[config.mk]
export PLATFORM = sky130hd
export DESIGN_NAME = pkt_scanner_top
export DESIGN_NICKNAME = d
export VERILOG_FILES = /design/src/design/scanner_pkg.sv /design/src/design/char_stream_if.sv /design/src/design/dfa_if.sv /design/src/design/category_matcher.sv /design/src/design/keyword_dfa.sv /design/src/design/pkt_scanner_top.sv /design/src/design/stream_tracker.sv
export SDC_FILE = /design/constraint.sdc
export NUM_CORES = 2
export LEC_CHECK = 0
export ABC_AREA = 1
export BUFFER_PORTS_ARGS = -buffer_cell sky130_fd_sc_hd__buf_4
export CORE_MARGIN = 2
export CORE_UTILIZATION = 50
export DETAILED_ROUTE_END_ITERATION = 7
export PLACE_DENSITY = 0.65
export REMOVE_ABC_BUFFERS = 1
export SLEW_MARGIN = 20
export SYNTH_ARGS = -nofsm -noshare
export SYNTH_HDL_FRONTEND = slang
export SYNTH_SLANG_ARGS = --single-unit
[constraint.sdc]
create_clock -name clk -period 3.4 [get_ports clk]
set_clock_uncertainty 0.15 [all_clocks]
set_input_delay 0 -clock clk [delete_from_list [all_inputs] [get_ports clk]]
set_output_delay 0 -clock clk [all_outputs]
set_load 0.02 [all_outputs]
[src/design/scanner_pkg.sv]
`default_nettype none

package scanner_pkg;

  // One payload character
  typedef logic [7:0] byte_t;

  // Stream identifier carried with every packet
  typedef logic [5:0] stream_id_t;

  // DFA state word
  // Same width as the full regex engine it replaces
  // Only the low values are used here, bytes of keyword matched so far
  typedef logic [10:0] dfa_state_t;

  // Per-category count of packets that contained a hit
  typedef logic [15:0] hit_count_t;

  // Every keyword is this many bytes long
  localparam int KEYWORD_LEN = 4;

  // Keyword word type
  // First character sits in the top byte
  typedef logic [8*KEYWORD_LEN-1:0] keyword_t;

  // Login name command
  localparam keyword_t KW_USER = "USER";

  // Password command
  localparam keyword_t KW_PASS = "PASS";

  // One matcher per keyword
  localparam int NUM_CATEGORIES = 2;

endpackage

`default_nettype wire

[src/design/char_stream_if.sv]
`default_nettype none

interface char_stream_if;
  import scanner_pkg::*;

  // Start of packet, restore DFA state this cycle
  logic       load_state;
  // Stream id not seen before, only valid with load_state
  logic       new_stream;
  // Held from load_state until the next packet
  stream_id_t stream_id;
  // Payload byte and its strobe
  byte_t      ch;
  logic       ch_vld;
  // End of packet strobe
  logic       eop;

  // Stream tracker side
  modport source (
    output load_state, new_stream, stream_id, ch, ch_vld, eop
  );

  // Category matcher side
  modport sink (
    input load_state, new_stream, stream_id, ch, ch_vld, eop
  );

endinterface

`default_nettype wire

[src/design/dfa_if.sv]
`default_nettype none

interface dfa_if;
  import scanner_pkg::*;

  // State overwrite from the matcher
  dfa_state_t state_in;
  logic       state_in_vld;
  // Byte to step the automaton with
  byte_t      ch;
  logic       ch_vld;
  // Current state, saved by the matcher at end of packet
  dfa_state_t state_out;
  // Keyword completed on this byte
  logic       accept;

  // Matcher side
  modport ctrl (
    output state_in, state_in_vld, ch, ch_vld,
    input  state_out, accept
  );

  // Automaton side
  modport core (
    input  state_in, state_in_vld, ch, ch_vld,
    output state_out, accept
  );

endinterface

`default_nettype wire

[src/design/category_matcher.sv]
`default_nettype none

module category_matcher #(
  parameter int                    NUM_STREAMS = 64,
  parameter scanner_pkg::keyword_t KEYWORD     = scanner_pkg::KW_USER
) (
  input  wire logic              clk,
  input  wire logic              rst_n,
  input  wire logic              enable,
  char_stream_if.sink            pkt,
  output scanner_pkg::hit_count_t count,
  output logic                   fired
);
  import scanner_pkg::*;

  // Saved DFA state per stream
  dfa_state_t state_mem [NUM_STREAMS];

  // Restore stage, one cycle after load_state
  dfa_state_t restore_state;
  logic       restore_vld;

  // DFA outputs, registered for timing
  dfa_state_t state_out_r;
  logic       accept_r;

  // Packet contained a hit so far
  logic       match_flag;

  dfa_if dfa ();

  // Restore path
  // New stream starts from zero, else pick up the saved state
  always_ff @(posedge clk)
  begin
    if (pkt.load_state)
    begin
      if (pkt.new_stream)
        restore_state <= '0;
      else
        restore_state <= state_mem[pkt.stream_id];
    end
  end

  always_ff @(posedge clk)
  begin
    if (!rst_n)
      restore_vld <= 1'b0;
    else
      restore_vld <= pkt.load_state;
  end

  // DFA inputs
  // Bytes and the restored state both go through one register
  always_ff @(posedge clk)
  begin
    dfa.ch       <= pkt.ch;
    dfa.state_in <= restore_state;
  end

  always_ff @(posedge clk)
  begin
    if (!rst_n)
    begin
      dfa.ch_vld       <= 1'b0;
      dfa.state_in_vld <= 1'b0;
    end
    else
    begin
      dfa.ch_vld       <= pkt.ch_vld;
      dfa.state_in_vld <= restore_vld;
    end
  end

  keyword_dfa #(
    .KEYWORD (KEYWORD)
  ) dfa_i (
    .clk   (clk),
    .rst_n (rst_n),
    .dfa   (dfa.core)
  );

  // DFA outputs
  always_ff @(posedge clk)
  begin
    state_out_r <= dfa.state_out;
  end

  always_ff @(posedge clk)
  begin
    if (!rst_n)
      accept_r <= 1'b0;
    else
      accept_r <= dfa.accept;
  end

  // Match flag and hit count
  // Flag is speculative until eop decides whether it counts
  always_ff @(posedge clk)
  begin
    if (!rst_n)
    begin
      match_flag <= 1'b0;
      count      <= '0;
    end
    else
    begin
      // New packet starts clean
      if (pkt.load_state)
        match_flag <= 1'b0;
      if (accept_r)
        match_flag <= 1'b1;
      if (pkt.eop)
      begin
        if (enable)
          count <= count + hit_count_t'(match_flag);
        else
          // Disabled category drops the hit
          match_flag <= 1'b0;
      end
    end
  end

  // Save DFA state for the next packet of this stream
  // Disabled category keeps the previously saved state
  always_ff @(posedge clk)
  begin
    if (pkt.eop && enable)
      state_mem[pkt.stream_id] <= state_out_r;
  end

  // Registered accept shortens the path from keyword to fired
  assign fired = match_flag | accept_r;

  // Tracker spacing keeps restore and bytes apart
  a_no_byte_on_load: assert property (@(posedge clk) disable iff (!rst_n)
    !(pkt.ch_vld && pkt.load_state));

  // Count only holds or steps by one
  a_count_monotonic: assert property (@(posedge clk) disable iff (!rst_n)
    $past(rst_n) |-> (count == $past(count)) ||
                     (count == hit_count_t'($past(count) + 1'b1)));

endmodule

`default_nettype wire

[src/design/keyword_dfa.sv]
`default_nettype none

module keyword_dfa #(
  parameter scanner_pkg::keyword_t KEYWORD = scanner_pkg::KW_USER
) (
  input  wire logic clk,
  input  wire logic rst_n,
  dfa_if.core       dfa
);
  import scanner_pkg::*;

  // Last position before the keyword completes
  localparam dfa_state_t LAST_STATE = dfa_state_t'(KEYWORD_LEN - 1);

  // Bytes matched so far
  dfa_state_t state;
  dfa_state_t next_state;

  // Byte idx of the keyword, idx 0 is the first character
  function automatic byte_t kw_byte(input int idx);
    return KEYWORD[8*(KEYWORD_LEN-1-idx) +: 8];
  endfunction

  // Step on a valid byte
  // Mismatch falls back to 1 if the byte restarts the keyword
  // Exact only for keywords without a repeated prefix
  always_comb
  begin
    next_state = state;
    dfa.accept = 1'b0;
    if (dfa.ch_vld)
    begin
      if (dfa.ch == kw_byte(int'(state)))
      begin
        if (state == LAST_STATE)
        begin
          // Whole keyword seen, start over
          next_state = '0;
          dfa.accept = 1'b1;
        end
        else
        begin
          next_state = dfa_state_t'(state + 1'b1);
        end
      end
      else if (dfa.ch == kw_byte(0))
      begin
        next_state = dfa_state_t'(1);
      end
      else
      begin
        next_state = '0;
      end
    end
  end

  // Load from the matcher takes priority over a byte step
  always_ff @(posedge clk)
  begin
    if (!rst_n)
      state <= '0;
    else if (dfa.state_in_vld)
      state <= dfa.state_in;
    else
      state <= next_state;
  end

  assign dfa.state_out = state;

  // Restored state comes from this same counter, so it stays in range
  a_state_range: assert property (@(posedge clk) disable iff (!rst_n)
    dfa.state_out <= LAST_STATE);

endmodule

`default_nettype wire

[src/design/pkt_scanner_top.sv]
`default_nettype none

module pkt_scanner_top #(
  parameter int NUM_STREAMS = 64
) (
  input  wire logic                    clk,
  input  wire logic                    rst_n,
  input  wire logic                    sop,
  input  wire logic                    eop,
  input  wire scanner_pkg::stream_id_t stream_id,
  input  wire scanner_pkg::byte_t      char_in,
  input  wire logic                    char_vld,
  input  wire logic                    enable_user,
  input  wire logic                    enable_pass,
  output scanner_pkg::hit_count_t      count_user,
  output scanner_pkg::hit_count_t      count_pass,
  output logic                         fired_user,
  output logic                         fired_pass
);
  import scanner_pkg::*;

  // Category slots
  localparam int USER_IDX = 0;
  localparam int PASS_IDX = 1;

  logic [NUM_CATEGORIES-1:0] cat_enable;
  logic [NUM_CATEGORIES-1:0] cat_fired;

  // Aligned byte stream shared by both matchers
  char_stream_if pkt ();

  assign cat_enable[USER_IDX] = enable_user;
  assign cat_enable[PASS_IDX] = enable_pass;
  assign fired_user = cat_fired[USER_IDX];
  assign fired_pass = cat_fired[PASS_IDX];

  stream_tracker #(
    .NUM_STREAMS (NUM_STREAMS)
  ) tracker (
    .clk       (clk),
    .rst_n     (rst_n),
    .sop       (sop),
    .eop       (eop),
    .stream_id (stream_id),
    .ch        (char_in),
    .ch_vld    (char_vld),
    .pkt       (pkt.source)
  );

  category_matcher #(
    .NUM_STREAMS (NUM_STREAMS),
    .KEYWORD     (KW_USER)
  ) user_matcher (
    .clk    (clk),
    .rst_n  (rst_n),
    .enable (cat_enable[USER_IDX]),
    .pkt    (pkt.sink),
    .count  (count_user),
    .fired  (cat_fired[USER_IDX])
  );

  category_matcher #(
    .NUM_STREAMS (NUM_STREAMS),
    .KEYWORD     (KW_PASS)
  ) pass_matcher (
    .clk    (clk),
    .rst_n  (rst_n),
    .enable (cat_enable[PASS_IDX]),
    .pkt    (pkt.sink),
    .count  (count_pass),
    .fired  (cat_fired[PASS_IDX])
  );

endmodule

`default_nettype wire

[src/design/stream_tracker.sv]
`default_nettype none

module stream_tracker #(
  parameter int NUM_STREAMS = 64
) (
  input  wire logic                   clk,
  input  wire logic                   rst_n,
  input  wire logic                   sop,
  input  wire logic                   eop,
  input  wire scanner_pkg::stream_id_t stream_id,
  input  wire scanner_pkg::byte_t      ch,
  input  wire logic                   ch_vld,
  char_stream_if.source               pkt
);
  import scanner_pkg::*;

  // One bit per stream id, set once a packet of it arrived
  logic [NUM_STREAMS-1:0] seen;

  // Seen table and stream id hold
  always_ff @(posedge clk)
  begin
    if (!rst_n)
    begin
      seen           <= '0;
      pkt.new_stream <= 1'b0;
    end
    else if (sop)
    begin
      pkt.new_stream  <= !seen[stream_id];
      seen[stream_id] <= 1'b1;
    end
  end

  // Id stays put until the next sop
  always_ff @(posedge clk)
  begin
    if (sop)
      pkt.stream_id <= stream_id;
  end

  // Payload byte delayed to line up with load_state
  always_ff @(posedge clk)
  begin
    pkt.ch <= ch;
  end

  // Strobes
  always_ff @(posedge clk)
  begin
    if (!rst_n)
    begin
      pkt.load_state <= 1'b0;
      pkt.ch_vld     <= 1'b0;
      pkt.eop        <= 1'b0;
    end
    else
    begin
      pkt.load_state <= sop;
      pkt.ch_vld     <= ch_vld;
      pkt.eop        <= eop;
    end
  end

  // Packet framing from the source
  a_sop_no_byte: assert property (@(posedge clk) disable iff (!rst_n)
    !(sop && ch_vld));

  a_sop_no_eop: assert property (@(posedge clk) disable iff (!rst_n)
    !(sop && eop));

endmodule

`default_nettype wire

# == Yosys cells after proc, flatten, opt, wreduce, memory -nomap -nowiden ==
# Memory sizes are Yosys's and may differ from the RTL's. A register that Yosys moved wholly into a read port is not among the register bits.
# Cells that the tools add are included.
# word_totals
in_bits,21
word_cells,81
reg_bits,195
n_memories,2
ramBits,1408
output_inout_bits,34
latch_bits,0
mem_bits_ro,0
# classes
bitwise_logic,3
mux,28
magnitude_cmp,2
n_addsub,6
n_reduce_logical,9
n_eq_ne,6
n_shift,2
div,0
multipliers,0
# mem_list
memory,depth,width,read_ports,rd_clocked_by_memory_dff,wr,line,text
pass_matcher.state_mem,64,11,1,1,1,category_matcher.sv:17,dfa_state_t state_mem [NUM_STREAMS];
user_matcher.state_mem,64,11,1,1,1,category_matcher.sv:17,
# op_table
operator,n
2-to-1 mux 11 bit,8
OR 64 bit,1
"indexed part select 32 x 32 -> 8 bit, first input constant",2
adder 16 x 1 -> 16 bit,2
"subtractor 2 x 11 -> 12 bit, first input constant",2
"adder 11 x 1 -> 11 bit, second input constant",2
"== test 11 x 2 -> 1 bit, second input constant",2
2-to-1 mux 1 bit,18
"== test 8 x 7 -> 1 bit, second input constant",2
== test 8 bit,2
"< comparator 6 x 7 -> 1 bit, second input constant",1
binary-select mux 1 bit (select 6 bit),1
demux 1 bit (select 6 bit),1
">= comparator 6 x 1 -> 1 bit, second input constant",1
AND reduction 3 bit,2
AND reduction 2 bit,2
logical AND 1 bit,3
OR 1 bit,2
nonzero test 2 bit,1
zero test 1 bit,1

# == Longest topological paths before layout ==
# depth
word_depth,6
ltp_mapped,15
mapped_depth_nobuf,13

# == Modules after synthesis ==
# A second synthesis with hierarchy kept.
# hier_totals
cells_unflattened,6804
area_unflattened_um2,68729.7
# by_module_without_submodules
mod,cells_per_inst,area_per_inst_um2,instances
category_matcher,3048,31785.5,2
stream_tracker,392,3193.1,1
keyword_dfa at user_matcher.dfa_i,164,1011.0,1
keyword_dfa at pass_matcher.dfa_i,152,954.7,1

# == Least setup slack after synthesis ==
# OpenSTA, ideal clock, no wires.
# synth_timing
path_type,register -> register
startpoint,register tracker.pkt.stream_id[1]
endpoint,"memory pass_matcher.state_mem[28][0] (netlist name), enable pin"
required_time_ns,2.857
path_buffers,4
synth_period_minus_slack_ns,2.699
arrival_ns,2.156
setup_ns,0.393
setup_slack_ns,0.701
stages_incl_launch_ff,8
cell_sequence,edfxtp_1 > inv_1 > buf_2 > buf_2 > buf_2 > nand3_2 > buf_2 > nor3_1
# synth_rtl
item,line,text
"start, declared",char_stream_if.sv:20,"output load_state, new_stream, stream_id, ch, ch_vld, eop"
"end, declared",category_matcher.sv:17,
# Straight into the memory's write port.

==> results.py <==
metrics = {
    "place": {
        "io_buffers": 54,
        "dpl.hpwl_mm": 107.3,
        "gp_congestion": 0.8682,
        "place_area_um2": 70750,
    },
    "flow_run": {
        "cap_violations": 0,
    },
    "routing": {
        "drt-total-wl_mm": 182.0,
        "drtIter0Drc": 5595,
        "ant_nets": 0,
        "drt-wirelength-per-cell_um": 21.49,
        "num_vias": 46811,
        "via_per_inst": 5.526,
        "first_pass_iters": 6,
        "drc": 0,
    },
    "final_layout": {
        "design_area_um2": 76340,
        "regArea_um2": 46940,
        "multiInputGateArea_um2": 17870,
        "area_growth_pct": 14.36,
        "final_nets": 6601,
        "drive_gt1_frac": 0.1028,
        "fillers": 10888,
    },
    "floorplan": {
        "die_x_um": 369.4,
        "core_area_um2": 133000,
        "die_y_um": 369.4,
        "start_util": 0.5021,
        "ios": 55,
        "die_area_um2": 136500,
        "num_rows": 134,
    },
    "clocking": {
        "cts_setup_buffers": 0,
        "cts_hold_buf": 46,
        "cts_buffer_depth": 3,
        "clkSinkCount": 1625,
        "clock-root-buffer": "clkbuf_16",
        "cts_resized": 0,
        "cts-htree-levels": 4,
        "clk-insertion-delay-late_ns": 0.80,
        "cts_buffers": 166,
        "cts_tree": "yes",
        "clkTransAtPathRegs_ns": 0.06,
    },
    "synthesis": {
        "synth_mux_area_frac": 0,
        "synth.top_cells.by_area": "edfxtp_1, nand2_1, dfxtp_1",
        "synthAdderAreaFrac": 0.001874,
        "synth_top_family_by_area": "simple AND/OR/NAND/NOR gates",
        "synthSimpleGateAreaFrac": 0.2000,
        "async_flop_share": 0,
        "synth_compound_area_frac": 0.05878,
        "syn_avg_cell_area_um2": 10.50,
        "ys_types": 38,
        "synth-warning-count": 0,
        "synth-xor-area-share": 0.002493,
        "syn_inst": 6360,
        "ys_top_cells_by_count": "nand2_1, edfxtp_1, a21oi_1, buf_2, dfxtp_1",
        "yosys_register_bits": 1625,
        "synth-edff-count": 1436,
        "ys.flop_type": "edfxtp_1",
        "yosysSeqAreaShare": 0.7026,
        "yosysTopAreaCell": "edfxtp_1",
        "synthMostInstantiatedCell": "nand2_1",
        "synth_top_cell_area_share": 0.6459,
        "netlist_area_um2": 66760,
    },
    "critical_path": {
        "start_kind": "register",
        "critPathArrivalTime_ns": 3.69,
        "worstSetupPathType": "register to register",
        "crit_path_end_kind": "register",
        "worstPathMaxFanout": 37,
        "r2r_slack_ns": 0.09,
        "required_ns": 3.77,
    },
    "sta": {
        "max_freq_mhz": 301.7,
        "rsz0062_at_grt": "no",
        "layout_min_cycle_time_ns": 3.314,
        "period_share": 0.9748,
        "finalSetupViolCount": 0,
        "slew_headroom": 0.2279,
        "final_hold_viol_count": 0,
        "tightest_slew_ns": 1.158,
        "tns_ns": 0,
        "slew_viol_final": 0,
    },
    "grt": {
        "grt_usage": 0.2642,
        "grt_overflow": 0,
        "antenna_found_initial": 5,
        "grt_pass1_vias": 44392,
        "grt_max_degree": 138,
        "grt_pass1_wl_mm": 273.2,
    },
    "power": {
        "cellLeakagePower_nw": 29.65,
        "cellPowerDensity_nw_per_um2": 553.7,
        "ir_drop_mv": 0.3745,
    },
    "outcome": {
        "status": "finished clean",
    },
    "worst_hold_path": {
        "hp-class": "input port to register",
    },
}
critical path, cell delays in order (launching register included):
cell and delay (ns):
edfxtp_1 0.69, buf_12 0.35, buf_4 0.26, nand4_1 0.13
nand4_1 0.23, o21ai_0 0.80, nand2_1 0.10, nor2_1 0.20
a21oi_1 0.09
metrics by stage:
step / cells / total power, mW / util / setup WS, ns / hold WS, ns
2_1_floorplan: 5997 / 24.37 / - / -22.95 / -0.1223
3_3_place_gp: 8123 / 25.27 / 0.5321 / 0.1325 / -0.04347
3_5_place_dp: 8123 / 25.30 / 0.5321 / 0.1690 / -0.04387
4_1_cts: 8468 / 42.44 / 0.5739 / 0.1243 / 0.01344
5_1_grt: 8469 / 43.56 / 0.5742 / 0.04051 / 0.07325
6_report: 8471 / 42.27 / 0.5742 / 0.08563 / 0.07148
flip-flops by register name, indices dropped and copies added (netlist names), 6 cells and up:
register and flops:
pass_matcher.state_mem 704, user_matcher.state_mem 704, tracker.seen 64, pass_matcher.count 16
user_matcher.count 16, pass_matcher.dfa.state_in 11, pass_matcher.dfa_i.dfa.state_out 11, pass_matcher.restore_state 11
pass_matcher.state_out_r 11, user_matcher.dfa.state_in 11, user_matcher.dfa_i.dfa.state_out 11, user_matcher.restore_state 11
user_matcher.state_out_r 11, pass_matcher.dfa.ch 8, tracker.pkt.ch 8, tracker.pkt.stream_id 6
layout by cell type, fill, tap and decap left out, drive strengths merged, types with 2 or more instances in the layout:
cell         netlist  final
a211oi             3      3
a21oi            513    513
a22oi             12     12
a41oi              4      4
buf              257    359
bufinv             0      6
clkbuf           106    226
clkinv             1     58
clkinvlp           0      2
dfxtp            189    189
diode              0      2
dlygate4sd3        0     46
edfxtp          1436   1436
ha                10     10
inv              148    156
nand2           3026   3026
nand3             51     51
nand4             49     49
nor2             127    127
nor3             155    155
nor4              12     12
o21a               4      4
o21ai            231    231
or2                3      3
xnor2              2      2
xor2              17     17
final cells by class:
| type | instances | area share |
|---|---|---|
| clock inverters | 73 | 0.007408 |
| repair buffers | 405 | 0.04756 |
| well taps | 1768 | 0.02898 |
| flip-flops and latches | 1625 | 0.6149 |
| clock buffers | 226 | 0.05935 |
| inverters | 149 | 0.007719 |
| multi-input cells | 4223 | 0.2340 |
| diodes | 2 | 0.00006556 |
cells by family after synthesis:
logic type      count (synthesis)
simple gates                 3424
flops                        1625
compound gates                770
buf+inv                       512
xor+xnor                       19
fa+ha+maj                      10
power by group:
part / switching [mW] / internal (mW) / total, mW / leakage, nW
clock network: 7.51 / 9.79 / 17.3 / 2.50
logic: 2.26 / 0.877 / 3.14 / 12.3
registers: 0.170 / 21.7 / 21.8 / 14.8
final timing paths:
check                                 from                       endpoint  depth (start not counted)
hold / removal                stream_id[5]               tracker.seen[10]                          5
setup / recovery  tracker.pkt.stream_id[2]  user_matcher.restore_state[4]                          8
setup reg to reg  tracker.pkt.stream_id[2]  user_matcher.restore_state[4]                          8
hold reg to reg          tracker.pkt.ch[4]         pass_matcher.dfa.ch[4]                          0
layer usage:
layer / up-vias / GRT usage / routed length [µm]
met5: - / 0 / 12
met3: 314 / 0.05112 / 18040
li1: 21827 / - / -
met4: 2 / 0.08297 / 4926
met1: 22406 / 0.3762 / 75900
met2: 2262 / 0.4110 / 83160
Power figures use the tool's default switching activity.
